## config.mk

```make
export PLATFORM = sky130hd
export DESIGN_NAME = ls_decode
export DESIGN_NICKNAME = d
export VERILOG_FILES = /design/src/ls_pkg.sv /design/src/ls_decode.sv
export SDC_FILE = /design/constraint.sdc
export NUM_CORES = 1
export LEC_CHECK = 0
export BUFFER_PORTS_ARGS = -buffer_cell sky130_fd_sc_hd__buf_4
export CAP_MARGIN = 20
export CORE_AREA = 3 3 97 99
export CTS_CLUSTER_SIZE = 28
export DETAILED_ROUTE_END_ITERATION = 10
export DIE_AREA = 0 0 100 102
export GPL_ROUTABILITY_DRIVEN = 0
export PLACE_DENSITY = 0.66
export SLEW_MARGIN = 20
export SYNTH_ARGS = -nofsm -noshare
export SYNTH_HDL_FRONTEND = slang
export SYNTH_SLANG_ARGS = --single-unit
export TNS_END_PERCENT = 5
```

## constraint.sdc

```tcl
create_clock -name clk -period 3.1 [get_ports clk]
set_input_delay 0.93 -clock clk [delete_from_list [all_inputs] [get_ports clk]]
set_output_delay 0.93 -clock clk [all_outputs]
set_load 0.02 [all_outputs]
```

## src/ls_pkg.sv

```systemverilog
package ls_pkg;

    // data path width
    localparam int XLEN = 64;

    // major opcode in instr[6:2]
    typedef enum logic [4:0] {
        OPC_LOAD  = 5'b00000,
        OPC_STORE = 5'b01000
    } ls_opcode_e;

    // access width from funct3
    // only the first four apply to stores
    typedef enum logic [2:0] {
        MW_B  = 3'b000,
        MW_H  = 3'b001,
        MW_W  = 3'b010,
        MW_D  = 3'b011,
        MW_BU = 3'b100,
        MW_HU = 3'b101,
        MW_WU = 3'b110
    } mem_width_e;

    // what a pipeline slot carries
    typedef enum logic [1:0] {
        LS_NONE  = 2'd0,
        LS_LOAD  = 2'd1,
        LS_STORE = 2'd2
    } ls_kind_e;

endpackage

```

## src/ls_decode.sv

```systemverilog
module ls_decode import ls_pkg::*; #(
    parameter int DMEM_WORDS = 256
) (
    input  logic                          clk,
    input  logic                          rst_i,
    input  logic                          valid_i,
    input  logic [31:0]                   instr_i,
    input  logic [XLEN-1:0]               addr_i,
    input  logic [XLEN-1:0]               store_data_i,
    output logic                          rd_en_o,
    output logic [$clog2(DMEM_WORDS)-1:0] rd_index_o,
    output ls_kind_e                      b_kind_o,
    output mem_width_e                    b_width_o,
    output logic [2:0]                    b_offset_o,
    output logic [$clog2(DMEM_WORDS)-1:0] b_index_o,
    output logic [XLEN-1:0]               b_store_data_o
);

    ls_opcode_e opcode;
    ls_kind_e   kind;

    assign opcode = ls_opcode_e'(instr_i[6:2]);

    // anything that is not a load or store is dropped here
    always_comb begin
        kind = LS_NONE;
        if (valid_i) begin
            case (opcode)
                OPC_LOAD:  kind = LS_LOAD;
                OPC_STORE: kind = LS_STORE;
                default:   kind = LS_NONE;
            endcase
        end
    end

    // stores read too, the merge needs the old word
    assign rd_en_o    = (kind != LS_NONE);
    assign rd_index_o = addr_i[3 +: $clog2(DMEM_WORDS)];

    always_ff @(posedge clk) begin
        if (rst_i) begin
            b_kind_o <= LS_NONE;
        end else begin
            b_kind_o <= kind;
        end
    end

    // payload fields for stage B
    always_ff @(posedge clk) begin
        b_width_o      <= mem_width_e'(instr_i[14:12]);
        b_offset_o     <= addr_i[2:0];
        b_index_o      <= addr_i[3 +: $clog2(DMEM_WORDS)];
        b_store_data_o <= store_data_i;
    end

endmodule

```

; ---- Yosys cells after proc, flatten, opt, wreduce, memory -nomap -nowiden
; Index checks and enable logic that the tools add are counted.
[word_totals]
elab_cells = 10
register_bits = 80
rom_bits = 0
latchBits = 0
mem_count = 0
output_inout_bits = 89
mem_bits_rw = 0
[classes]
n_div = 0
n_lt_le_gt_ge = 0
mux = 2
shifts = 0
n_eq_ne = 1
n_reduce_logical = 2
multipliers = 0
n_addsub = 0
bitwise_logic = 0
[op_table]
columns = cell, count
row1 = == test 5 x 4 -> 1 bit (second input constant), 1
row2 = logical NOT 5 bit, 1
row3 = one-hot mux 2 bit (2 select lines), 1
row4 = two-way mux 2 bit, 1
row5 = nonzero test 2 bit, 1

; ---- Depth between registers and ports, before layout
[logic_depth]
depth_word = 4
depth_mapped = 2

; ---- Worst setup path before layout
; No wires, ideal clock.
[synth_path]
kind = input-to-output
startpoint = in instr_i[6]
endpoint = out rd_en_o
t_arrival_ns = 1.768
required_ns = 2.170
n_path_buf = 0
path_stages = 2
slack_ns = 0.402
cell_sequence = or4b_4 > nor2_1
[synth_between]
elab_chain_cells = 4
[synth_lines]
columns = element, line
row1 = from (decl), ls_decode.sv:7  ; input logic [31:0] instr_i,
row2 = == test 5 x 4 -> 1 bit or logical NOT 5 bit (tied branches), ls_decode.sv:28  ; case (opcode)
row3 = one-hot mux 2 bit (2 select lines) *, ls_decode.sv:28
row4 = two-way mux 2 bit *, ls_decode.sv:27  ; if (valid_i) begin
row5 = nonzero test 2 bit *, ls_decode.sv:37  ; assign rd_en_o = (kind != LS_NONE);
row6 = to (decl), ls_decode.sv:10  ; output logic rd_en_o,
; Mark *: on every way between the ends. The rest lies on a longest branch, timed or not.

; ---- Final worst setup path
; Same ends and word-level chain as after synthesis.

==> run metrics <==
global-route wire length before repair=7003 um; Core Rows=34; # hold bufs at CTS=0; CP endpoint kind=primary output; max layer used=met4; outcome=finished, final reports clean; CTS resizes=0; P per Cell Area=619.3 nW/um2; Switching Share=0.2425; io pins=252; number of synthesized register bits=80; root buf cell=clkbuf_8; initial antenna violation count=0; gr usage total=0.09416; Hold WC Path Type=in2reg; number of port buffers=between 150 and 200; die width=approximately 100 um; Period minus WS final=~2.8 ns; DRT antenna net count=0; RSZ-0062 raised after global routing=false; fin. max-slew vios=0; 1st-iter DRT viols=5; top_reg_cell synth=dfxtp_1; critical path class=in2out; grt total ovfl=0; CP max-delay cell=or4b_4; final net count=roughly 430; crit path DAT=around 1.8 ns; Design Power=~2000 uW; largest net degree at the start of global routing=14; drc violations=0; post-synth top area cell=dfxtp_1; area of the multi-input gates=38.79 um2; Yosys cell types=6; vias per cell=about 3.5; sw power=slightly below 500 uW; die area=between 10000 and 15000 um2; routed length per instance=around 13 um; final hold vios=0; CTS tree=built; Num CTS Buffers=9; via count=1352; Reg power frac=0.544; Max Cap Viol=0; Sequential cell area=1602 um2; post-CTS setup buffers=0; Syn Nets=approximately 260; number of fill cells=861; synth top area cells=dfxtp_1 (94%), buf_4 (3.5%), nor4b_2 (0.88%); Rel. slew slack=0.8252; Crit Path Max Fanout=3; Core Area=8636 um2; post-synthesis cell count=92; Max IR drop VDD=0.2224 mV; die extent in y=a little over 100 um; Clock power frac=0.330; sequential area share after synthesis=0.9419; first-pass detailed-route iteration total=2; Worst setup SP type=input pin; initial core utilization=0.1969; Mapped Avg Cell Area=between 15 and 20 um2; Metal-1 WL=1824 um; Post-synth top cells=dfxtp_1 (80), buf_4 (8); setup TNS=0 ns; vias in the first global route=approximately 1400; half-perimeter wire length after placement=around 4200 um; ys async rst share=0; fin crit share=0.8935; worst-margin pin slew=around 0.26 ns; Yosys warnings=0; Largest stage delay, worst path=~0.55 ns; area grow syn2layout=91.39%; Logic pwr share=0.126; worst setup path start=instr_i[6]; Fin Hold WS=~0.7 ns; most used cell, CP=buf_4; ANT cells=0; most frequent cell after synthesis=dfxtp_1; WL final=approximately 5000 um; clock sink count=80; P_leak=roughly 0.0016 uW; Cell Area, Synth=roughly 1700 um2; endpoints failing setup=0; share of the synthesized area in the top cell type=0.9419; Clock transition at path regs=roughly 0.080 ns; Pint=roughly 1500 uW; routed wl met3=731 um; crit path to=rd_en_o; layout cells sized above 1=0.7007; Max clock buf depth=2; Fmax achieved=between 300 and 400 MHz; CTS HTree Levels=3; worst path required time=around 2.2 ns; crit path cell chain=buf_4, or4b_4, nor2_1, buf_4; DR WL met2=about 2500 um; Post-synth EDFFs=0
[power groups by stage]
stage | logic, uW | clock network, uW | registers (uW)
global placement | 255 | 0 | 1120
detailed placement | 259 | 0 | 1120
finish | 254 | 665 | 1100
CTS | 259 | 709 | 1100
floorplan | 16.8 | 0 | 1190
global route | 269 | 749 | 1100
[worst min path at each step]
stage                     startpoint                          to  slack [ns]  depth (start not counted)
finish              store_data_i[63]  b_store_data_o[63]$_DFF_P_        0.69                          1
global route        store_data_i[22]  b_store_data_o[22]$_DFF_P_        0.65                          1
CTS                  store_data_i[2]   b_store_data_o[2]$_DFF_P_        0.66                          1
detailed placement  store_data_i[26]  b_store_data_o[26]$_DFF_P_        1.04                          1
global placement    store_data_i[28]  b_store_data_o[28]$_DFF_P_        1.03                          1
floorplan                  addr_i[3]        b_index_o[0]$_DFF_P_        0.96                          0
[through the flow]
stage | instances | worst slack (ns) | utilization | instance area (um2)
after floorplan | 92 | 0.4021 | - | 1700
after global placement | 366 | 0.3381 | 0.3569 | 3082
after detailed placement | 366 | 0.3372 | 0.3569 | 3082
after CTS | 382 | 0.3310 | 0.3768 | 3254
after global routing | 382 | 0.2867 | 0.3768 | 3254
final | 382 | 0.3300 | 0.3768 | 3254
[metal layers]
layer  GRT usage  vias to the layer above
met5           0                        -
met4     0.04352                        0
met3     0.06075                        8
met2      0.1478                      108
met1     0.09958                      604
li1            -                      632
[logic make-up (layout without fill, tap and decap cells)]
family	Yosys count	in the layout	share of synthesized area
flip-flops	80	80	0.9419
AND/OR/NAND/NOR	4	4	0.02281
buffers and inverters	8	190	0.03532
[cells in the final DEF (no fill, tap or decap), drive strengths merged]
cell type,synthesis,final
buf,8,174
clkbuf,0,10
clkinv,0,4
clkinvlp,0,2
dfxtp,80,80
nor2,1,1
nor4,1,1
nor4b,1,1
or4b,1,1
[critical path, delay by kind of cell]
kind,cells,cell delay [ns]
buf+inv,2,0.25
simple gates,2,0.66
[flip-flops by register name, indices dropped and copies added (netlist names)]
name,cells
b_index_o,8
b_width_o,3
b_kind_o,2
b_offset_o,3
b_store_data_o,64
[final cells by class]
cell class | instances | share of cell area
clock buffer | 10 | 0.04229
multi-input combinational | 4 | 0.01192
clock inverter | 6 | 0.01077
tap | 108 | 0.04152
timing repair buffer | 174 | 0.4014
sequential | 80 | 0.4921
Power figures use the tool's default switching activity.
