==> src/ls_pkg.sv <==
package ls_pkg;

    // data path width
    localparam int XLEN = 64;

    // major opcode in instr[6:2]
    typedef enum logic [4:0] {
        OPC_LOAD  = 5'b00000,
        OPC_STORE = 5'b01000
    } ls_opcode_e;

    // access width from funct3
    // only the first four apply to stores
    typedef enum logic [2:0] {
        MW_B  = 3'b000,
        MW_H  = 3'b001,
        MW_W  = 3'b010,
        MW_D  = 3'b011,
        MW_BU = 3'b100,
        MW_HU = 3'b101,
        MW_WU = 3'b110
    } mem_width_e;

    // what a pipeline slot carries
    typedef enum logic [1:0] {
        LS_NONE  = 2'd0,
        LS_LOAD  = 2'd1,
        LS_STORE = 2'd2
    } ls_kind_e;

endpackage

==> src/ls_load_extract.sv <==
module ls_load_extract import ls_pkg::*; (
    input  logic            clk,
    input  logic            rst_i,
    input  ls_kind_e        kind_i,
    input  mem_width_e      width_i,
    input  logic [2:0]      offset_i,
    input  logic [XLEN-1:0] base_word_i,
    output logic            load_valid_o,
    output logic [XLEN-1:0] load_data_o
);

    logic [7:0]      byte_sel;
    logic [15:0]     half_sel;
    logic [31:0]     word_sel;
    logic [XLEN-1:0] load_result;
    logic            is_load;

    assign is_load = (kind_i == LS_LOAD);

    // low offset bits beyond the access size are ignored
    assign byte_sel = base_word_i[{offset_i, 3'b000} +: 8];
    assign half_sel = base_word_i[{offset_i[2:1], 4'b0000} +: 16];
    assign word_sel = base_word_i[{offset_i[2], 5'b00000} +: 32];

    // sign or zero extend to XLEN
    always_comb begin
        case (width_i)
            MW_B: begin
                load_result = {{(XLEN-8){byte_sel[7]}}, byte_sel};
            end
            MW_H: begin
                load_result = {{(XLEN-16){half_sel[15]}}, half_sel};
            end
            MW_W: begin
                load_result = {{(XLEN-32){word_sel[31]}}, word_sel};
            end
            MW_D: begin
                load_result = base_word_i;
            end
            MW_BU: begin
                load_result = {{(XLEN-8){1'b0}}, byte_sel};
            end
            MW_HU: begin
                load_result = {{(XLEN-16){1'b0}}, half_sel};
            end
            MW_WU: begin
                load_result = {{(XLEN-32){1'b0}}, word_sel};
            end
            // funct3 111 is not a load width
            default: begin
                load_result = '0;
            end
        endcase
    end

    always_ff @(posedge clk) begin
        if (rst_i) begin
            load_valid_o <= 1'b0;
        end else begin
            load_valid_o <= is_load;
        end
    end

    // hold the last result between loads
    always_ff @(posedge clk) begin
        if (is_load) begin
            load_data_o <= load_result;
        end
    end

endmodule

==> config.mk <==
export PLATFORM = sky130hd
export DESIGN_NAME = ls_load_extract
export DESIGN_NICKNAME = d
export VERILOG_FILES = /design/src/ls_pkg.sv /design/src/ls_load_extract.sv
export SDC_FILE = /design/constraint.sdc
export NUM_CORES = 1
export LEC_CHECK = 0
export BUFFER_PORTS_ARGS = -buffer_cell sky130_fd_sc_hd__buf_4
export CAP_MARGIN = 20
export CORE_MARGIN = 4
export CORE_UTILIZATION = 40
export DETAILED_ROUTE_END_ITERATION = 10
export MAX_ROUTING_LAYER = met4
export PLACE_DENSITY = 0.64
export SETUP_SLACK_MARGIN = 0.4
export SLEW_MARGIN = 20
export SYNTH_ARGS = -nofsm -noshare
export SYNTH_HDL_FRONTEND = slang
export SYNTH_SLANG_ARGS = --single-unit
==> constraint.sdc <==
create_clock -name clk -period 4.05 [get_ports clk]
set_input_delay 0.405 -clock clk [delete_from_list [all_inputs] [get_ports clk]]
set_output_delay 0.405 -clock clk [all_outputs]
set_load 0.02 [all_outputs]
Word-level counts from Yosys, hierarchy flattened
Index checks and enable logic that the tools add are counted.

word-level totals
  logic and storage cells = 14
  output and inout port bits = 65
  memories = 0
  register bits after elaboration = 65
  memory bits (read-only) = 0
  input bits = 74
  memory bits (writable) = 0
  latch bits = 0

cells by class
  shift operators = 3
  $lt $le $gt $ge = 0
  mux-type cells = 1
  $add $sub $neg = 0
  reductions and logical operators = 1
  equality and inequality tests = 7
  bitwise logic cells = 0
  div/mod/pow operators = 0
  multiply operators = 0

operators with widths
  cell                                                                   count
  64-bit case mux with 7 select lines                                    1
  64-bit by 7-bit variable part select with 16-bit output                1
  64-bit by 7-bit variable part select with 32-bit output                1
  64-bit by 7-bit variable part select with 8-bit output                 1
  3-bit equality test, second input constant                             3
  3-bit by 2-bit equality test with 1-bit output, second input constant  2
  3-bit by 1-bit equality test with 1-bit output, second input constant  1
  3-bit zero test                                                        1
  2-bit by 1-bit equality test with 1-bit output, second input constant  1

Depth between registers and ports, before layout
  depth after elaboration = 2
  gate-level depth with buffers = 7
  mapped depth without buffers = 4

Worst setup path after synthesis
Ideal clock, no wire load.

  kind = input to register
  start = input port kind_i[1]
  end = register load_data_o[0] (enable)
  buffers on the path = 0
  required time = 3.554 ns
  cell stages on the path = 1
  data arrival time = 3.287 ns
  library setup time = 0.496 ns
  slack = 0.267 ns
  cells stage by stage = nor2b_1

between the ends
  longest elaborated chain between the ends = 1

ends and longest elaborated chain
  item                                            RTL line               RTL
  start: declaration                              ls_load_extract.sv:4   input ls_kind_e kind_i,
  2-bit by 1-bit equality test with 1-bit output  ls_load_extract.sv:18  assign is_load = (kind_i == LS_LOAD);
  end signal: assignment                          ls_load_extract.sv:67  load_data_o <= load_result;
  end: declaration                                ls_load_extract.sv:9   output logic [XLEN-1:0] load_data_o

No other way between the ends.
A chain may end at the register's enable or synchronous reset.

Worst setup path after layout
  start = input port offset_i[2]
  end = register load_data_o[12], data pin

between the ends
  longest elaborated chain between the ends = 2
  elaborated cells on any way between the ends = 4
  those cells by class = 3 x shift; 1 x mux

ends and longest elaborated chain
  item                                                                                   RTL line               RTL
  start: declaration                                                                     ls_load_extract.sv:6   input logic [2:0] offset_i,
  64-bit by 7-bit variable part select with 32-bit output, or another cell as far along  ls_load_extract.sv:23  assign word_sel = base_word_i[{offset_i[2], 5'b00000} +: 32];
  64-bit case mux with 7 select lines (*)                                                ls_load_extract.sv:27  case (width_i)
  net load_result[12]                                                                    ls_load_extract.sv:15  logic [XLEN-1:0] load_result;

The timed path passes the listed nets; every way through them passes the cells marked *.

==> flow_summary.json <==
{
  "tritoncts": "done",
  "totalWireLength_mm": 12.67,
  "grt_pass1_vias": 3387,
  "finalHoldViolCount": 0,
  "final_setup_violations": 0,
  "worst-setup-path-type": "in -> reg",
  "cts.htree.levels": 3,
  "post_layout_utilization_of_the_core_pct": 53.78,
  "post_cts_resized": 0,
  "grt_pass1_wl_mm": 18.95,
  "max_freq_mhz": 442.8,
  "core_mm2": 0.009819,
  "postRouteAntennaNets": 0,
  "wl_per_cell_um": 21.62,
  "groute.usage.overall_pct": 21.78,
  "crit_path_end_kind": "flip-flop",
  "type_of_origin_of_the_critical_path": "primary input",
  "top_level_ports": 139,
  "port-buffer-count": 138,
  "slew_viol_final": 0,
  "cts_buffer_depth": 2,
  "fp.dieW_um": 108.9,
  "cts_setup_buffers": 0,
  "first_pass_iters": 5,
  "route.detailed.drc": 0,
  "synth.ff_latch_count": 65,
  "finalSetupTns_ps": 0,
  "highest_ir_drop_seen_on_vdd_mv": 0.1807,
  "mappedNetlistArea_mm2": 0.004069,
  "grt_antenna_before_repair": 0,
  "critPathMaxFanout": 56,
  "rsz_0062_raised_after_global_routing": "no",
  "finalNonFillerCells": 586,
  "synth-seq-area-share_pct": 47.72,
  "final_period_minus_worst_setup_slack_ps": 2258,
  "placed_area_mm2": 0.005101,
  "cts.reportedPaths.clkPinSlew_ps": 70,
  "dpl.cell_count": 570,
  "worst_pin_slew_ps": 972.5,
  "timing.hold.worst.class": "in -> reg",
  "via_cell_ratio": 5.974,
  "syn_nets": 407,
  "dr_total_vias": 3501,
  "antennaDiodeCount": 0,
  "power_uw": 1852,
  "timing.max_slew.rel_slack_pct": 35.17,
  "detailed_place_hpwl_mm": 8.987,
  "tritoncts_num_sinks": 65,
  "cts-hold-fix-buffers": 0,
  "synth-async-reset-ratio_pct": 0,
  "run_status": "complete, no violations",
  "final_area_mm2": 0.005281,
  "cp_data_required_time_ps": 4130,
  "cp_data_arrival_time_ps": 2340,
  "gpl.final_weighted_congestion": 0.8991,
  "die_h_um": 108.9,
  "drt_iter0_drc": 332,
  "ys_warn_count": 0,
  "design.die.area_mm2": 0.01185,
  "drv_cap": 0,
  "gr-total-overflow": 0,
  "fin_crit_sh_pct": 55.76,
  "maximum_number_of_pins_on_one_net_before_global_route_repair": 57,
  "num_cts_buffers": 9,
  "synth-edff-count": 64,
  "fin_nets": 522,
  "initial_core_util_pct": 41.44,
  "ctsRootBufferMaster": "sky130_fd_sc_hd__clkbuf_8",
  "layout-drive-gt1-share_pct": 47.68,
  "power_density_over_the_cells_mw_per_mm2": 350.7,
  "syn_to_final_growth_pct": 29.80,
  "leakage_uw": 0.002035,
  "std_cell_rows": 36,
  "synthFlopType": "sky130_fd_sc_hd__edfxtp_1",
  "cell_count_after_synthesis": 333,
  "mean_post_synth_cell_area_um2": 12.22,
  "synthDistinctLibCells": 44
}
## worst max-delay path, stage by stage
cell and delay, ps:
sky130_fd_sc_hd__buf_4 400, sky130_fd_sc_hd__mux2i_1 380, sky130_fd_sc_hd__a311oi_1 160, sky130_fd_sc_hd__nand4b_1 180, sky130_fd_sc_hd__buf_12 310, sky130_fd_sc_hd__or3b_2 480
## through the flow
step | hold slack, ps | setup slack [ps]
2_1_floorplan | 476.6 | 1523
3_3_place_gp | 564.6 | 1521
3_5_place_dp | 567.8 | 1458
4_1_cts | 210.4 | 1812
5_1_grt | 213.1 | 1709
6_report | 215.7 | 1792
## cell families (layout without fill, tap and decap cells)
| family | Yosys count | count (layout) | share of synthesized area (%) |
|---|---|---|---|
| mux | 31 | 31 | 10.79 |
| compound gates | 117 | 117 | 25.86 |
| flops | 65 | 65 | 47.72 |
| simple gates | 79 | 79 | 9.840 |
| buf+inv | 41 | 161 | 5.781 |
## final timing paths
| path | endpoint | cells past startpoint | slack, ps | startpoint |
|---|---|---|---|---|
| setup / recovery | load_data_o[12] | 6 | 1790 | offset_i[2] |
| hold / removal | load_valid_o | 2 | 220 | rst_i |
## metal layers
| layer | wire, µm | GRT usage (%) | vias up |
|---|---|---|---|
| li1 | - | - | 1605 |
| met1 | 5374 | 29.25 | 1700 |
| met2 | 6130 | 33.76 | 177 |
| met3 | 896 | 4.204 | 19 |
| met4 | 267 | 6.402 | 0 |
| met5 | 0 | - | - |
## synth_stat cells, drive strengths merged (3+ instances only)
cell type  count  area (µm²)
a21oi          3       18.77
a221oi        19       222.7
a222oi         3       30.03
a311oi        33       289.0
a32oi          3       26.28
buf           25       175.2
clkbuf        14       52.55
edfxtp        64        1922
mux2           3       33.78
mux2i         18       180.2
mux4          10       225.2
nand2         33       123.9
nand2b         4       25.02
nand3          8       40.04
nand3b         3       22.52
nor2          15       61.31
nor2b          5       31.28
o2111ai        5       43.79
o21a           3       22.52
o21ai         36       300.3
o2bb2ai        3       26.28
## cell type report
class                           instances  area [µm²]
Sequential cell                        65        1942
Fill cell                             910        4538
Tap cell                              133       166.4
Clock buffer                           13       138.9
Multi-Input combinational cell        227        1899
Timing Repair Buffer                  143        1086
Clock inverter                          3       41.29
Inverter                                2       7.507
## cell usage in the layout, fill, tap and decap left out, drive strengths merged, types with 2 or more instances in the layout
| cell type | count |
|---|---|
| buf | 143 |
| a22oi | 2 |
| a311oi | 33 |
| mux2 | 3 |
| o2bb2ai | 3 |
| nand2 | 33 |
| or3b | 2 |
| a31oi | 2 |
| nor4b | 2 |
| o2111ai | 5 |
| o21a | 3 |
| a222oi | 3 |
| nor2b | 5 |
| a221oi | 19 |
| edfxtp | 64 |
| mux4 | 10 |
| nand3b | 3 |
| mux2i | 18 |
| o21ai | 36 |
| nor2 | 15 |
| a32oi | 3 |
| nand3 | 8 |
| and2 | 2 |
| clkbuf | 13 |
| inv | 2 |
| a21oi | 3 |
| nand2b | 4 |
## sequential cells by signal, summed over array words and instances (netlist names)
register	cells
load_data_o	64
load_valid_o	1
## power breakdown
group | internal [µW] | switching (µW)
Sequential | 809 | 17.9
Clock | 284 | 261
Combinational | 208 | 273
Total | 1300 | 551
Note: power is estimated with default switching activity, not from simulation.
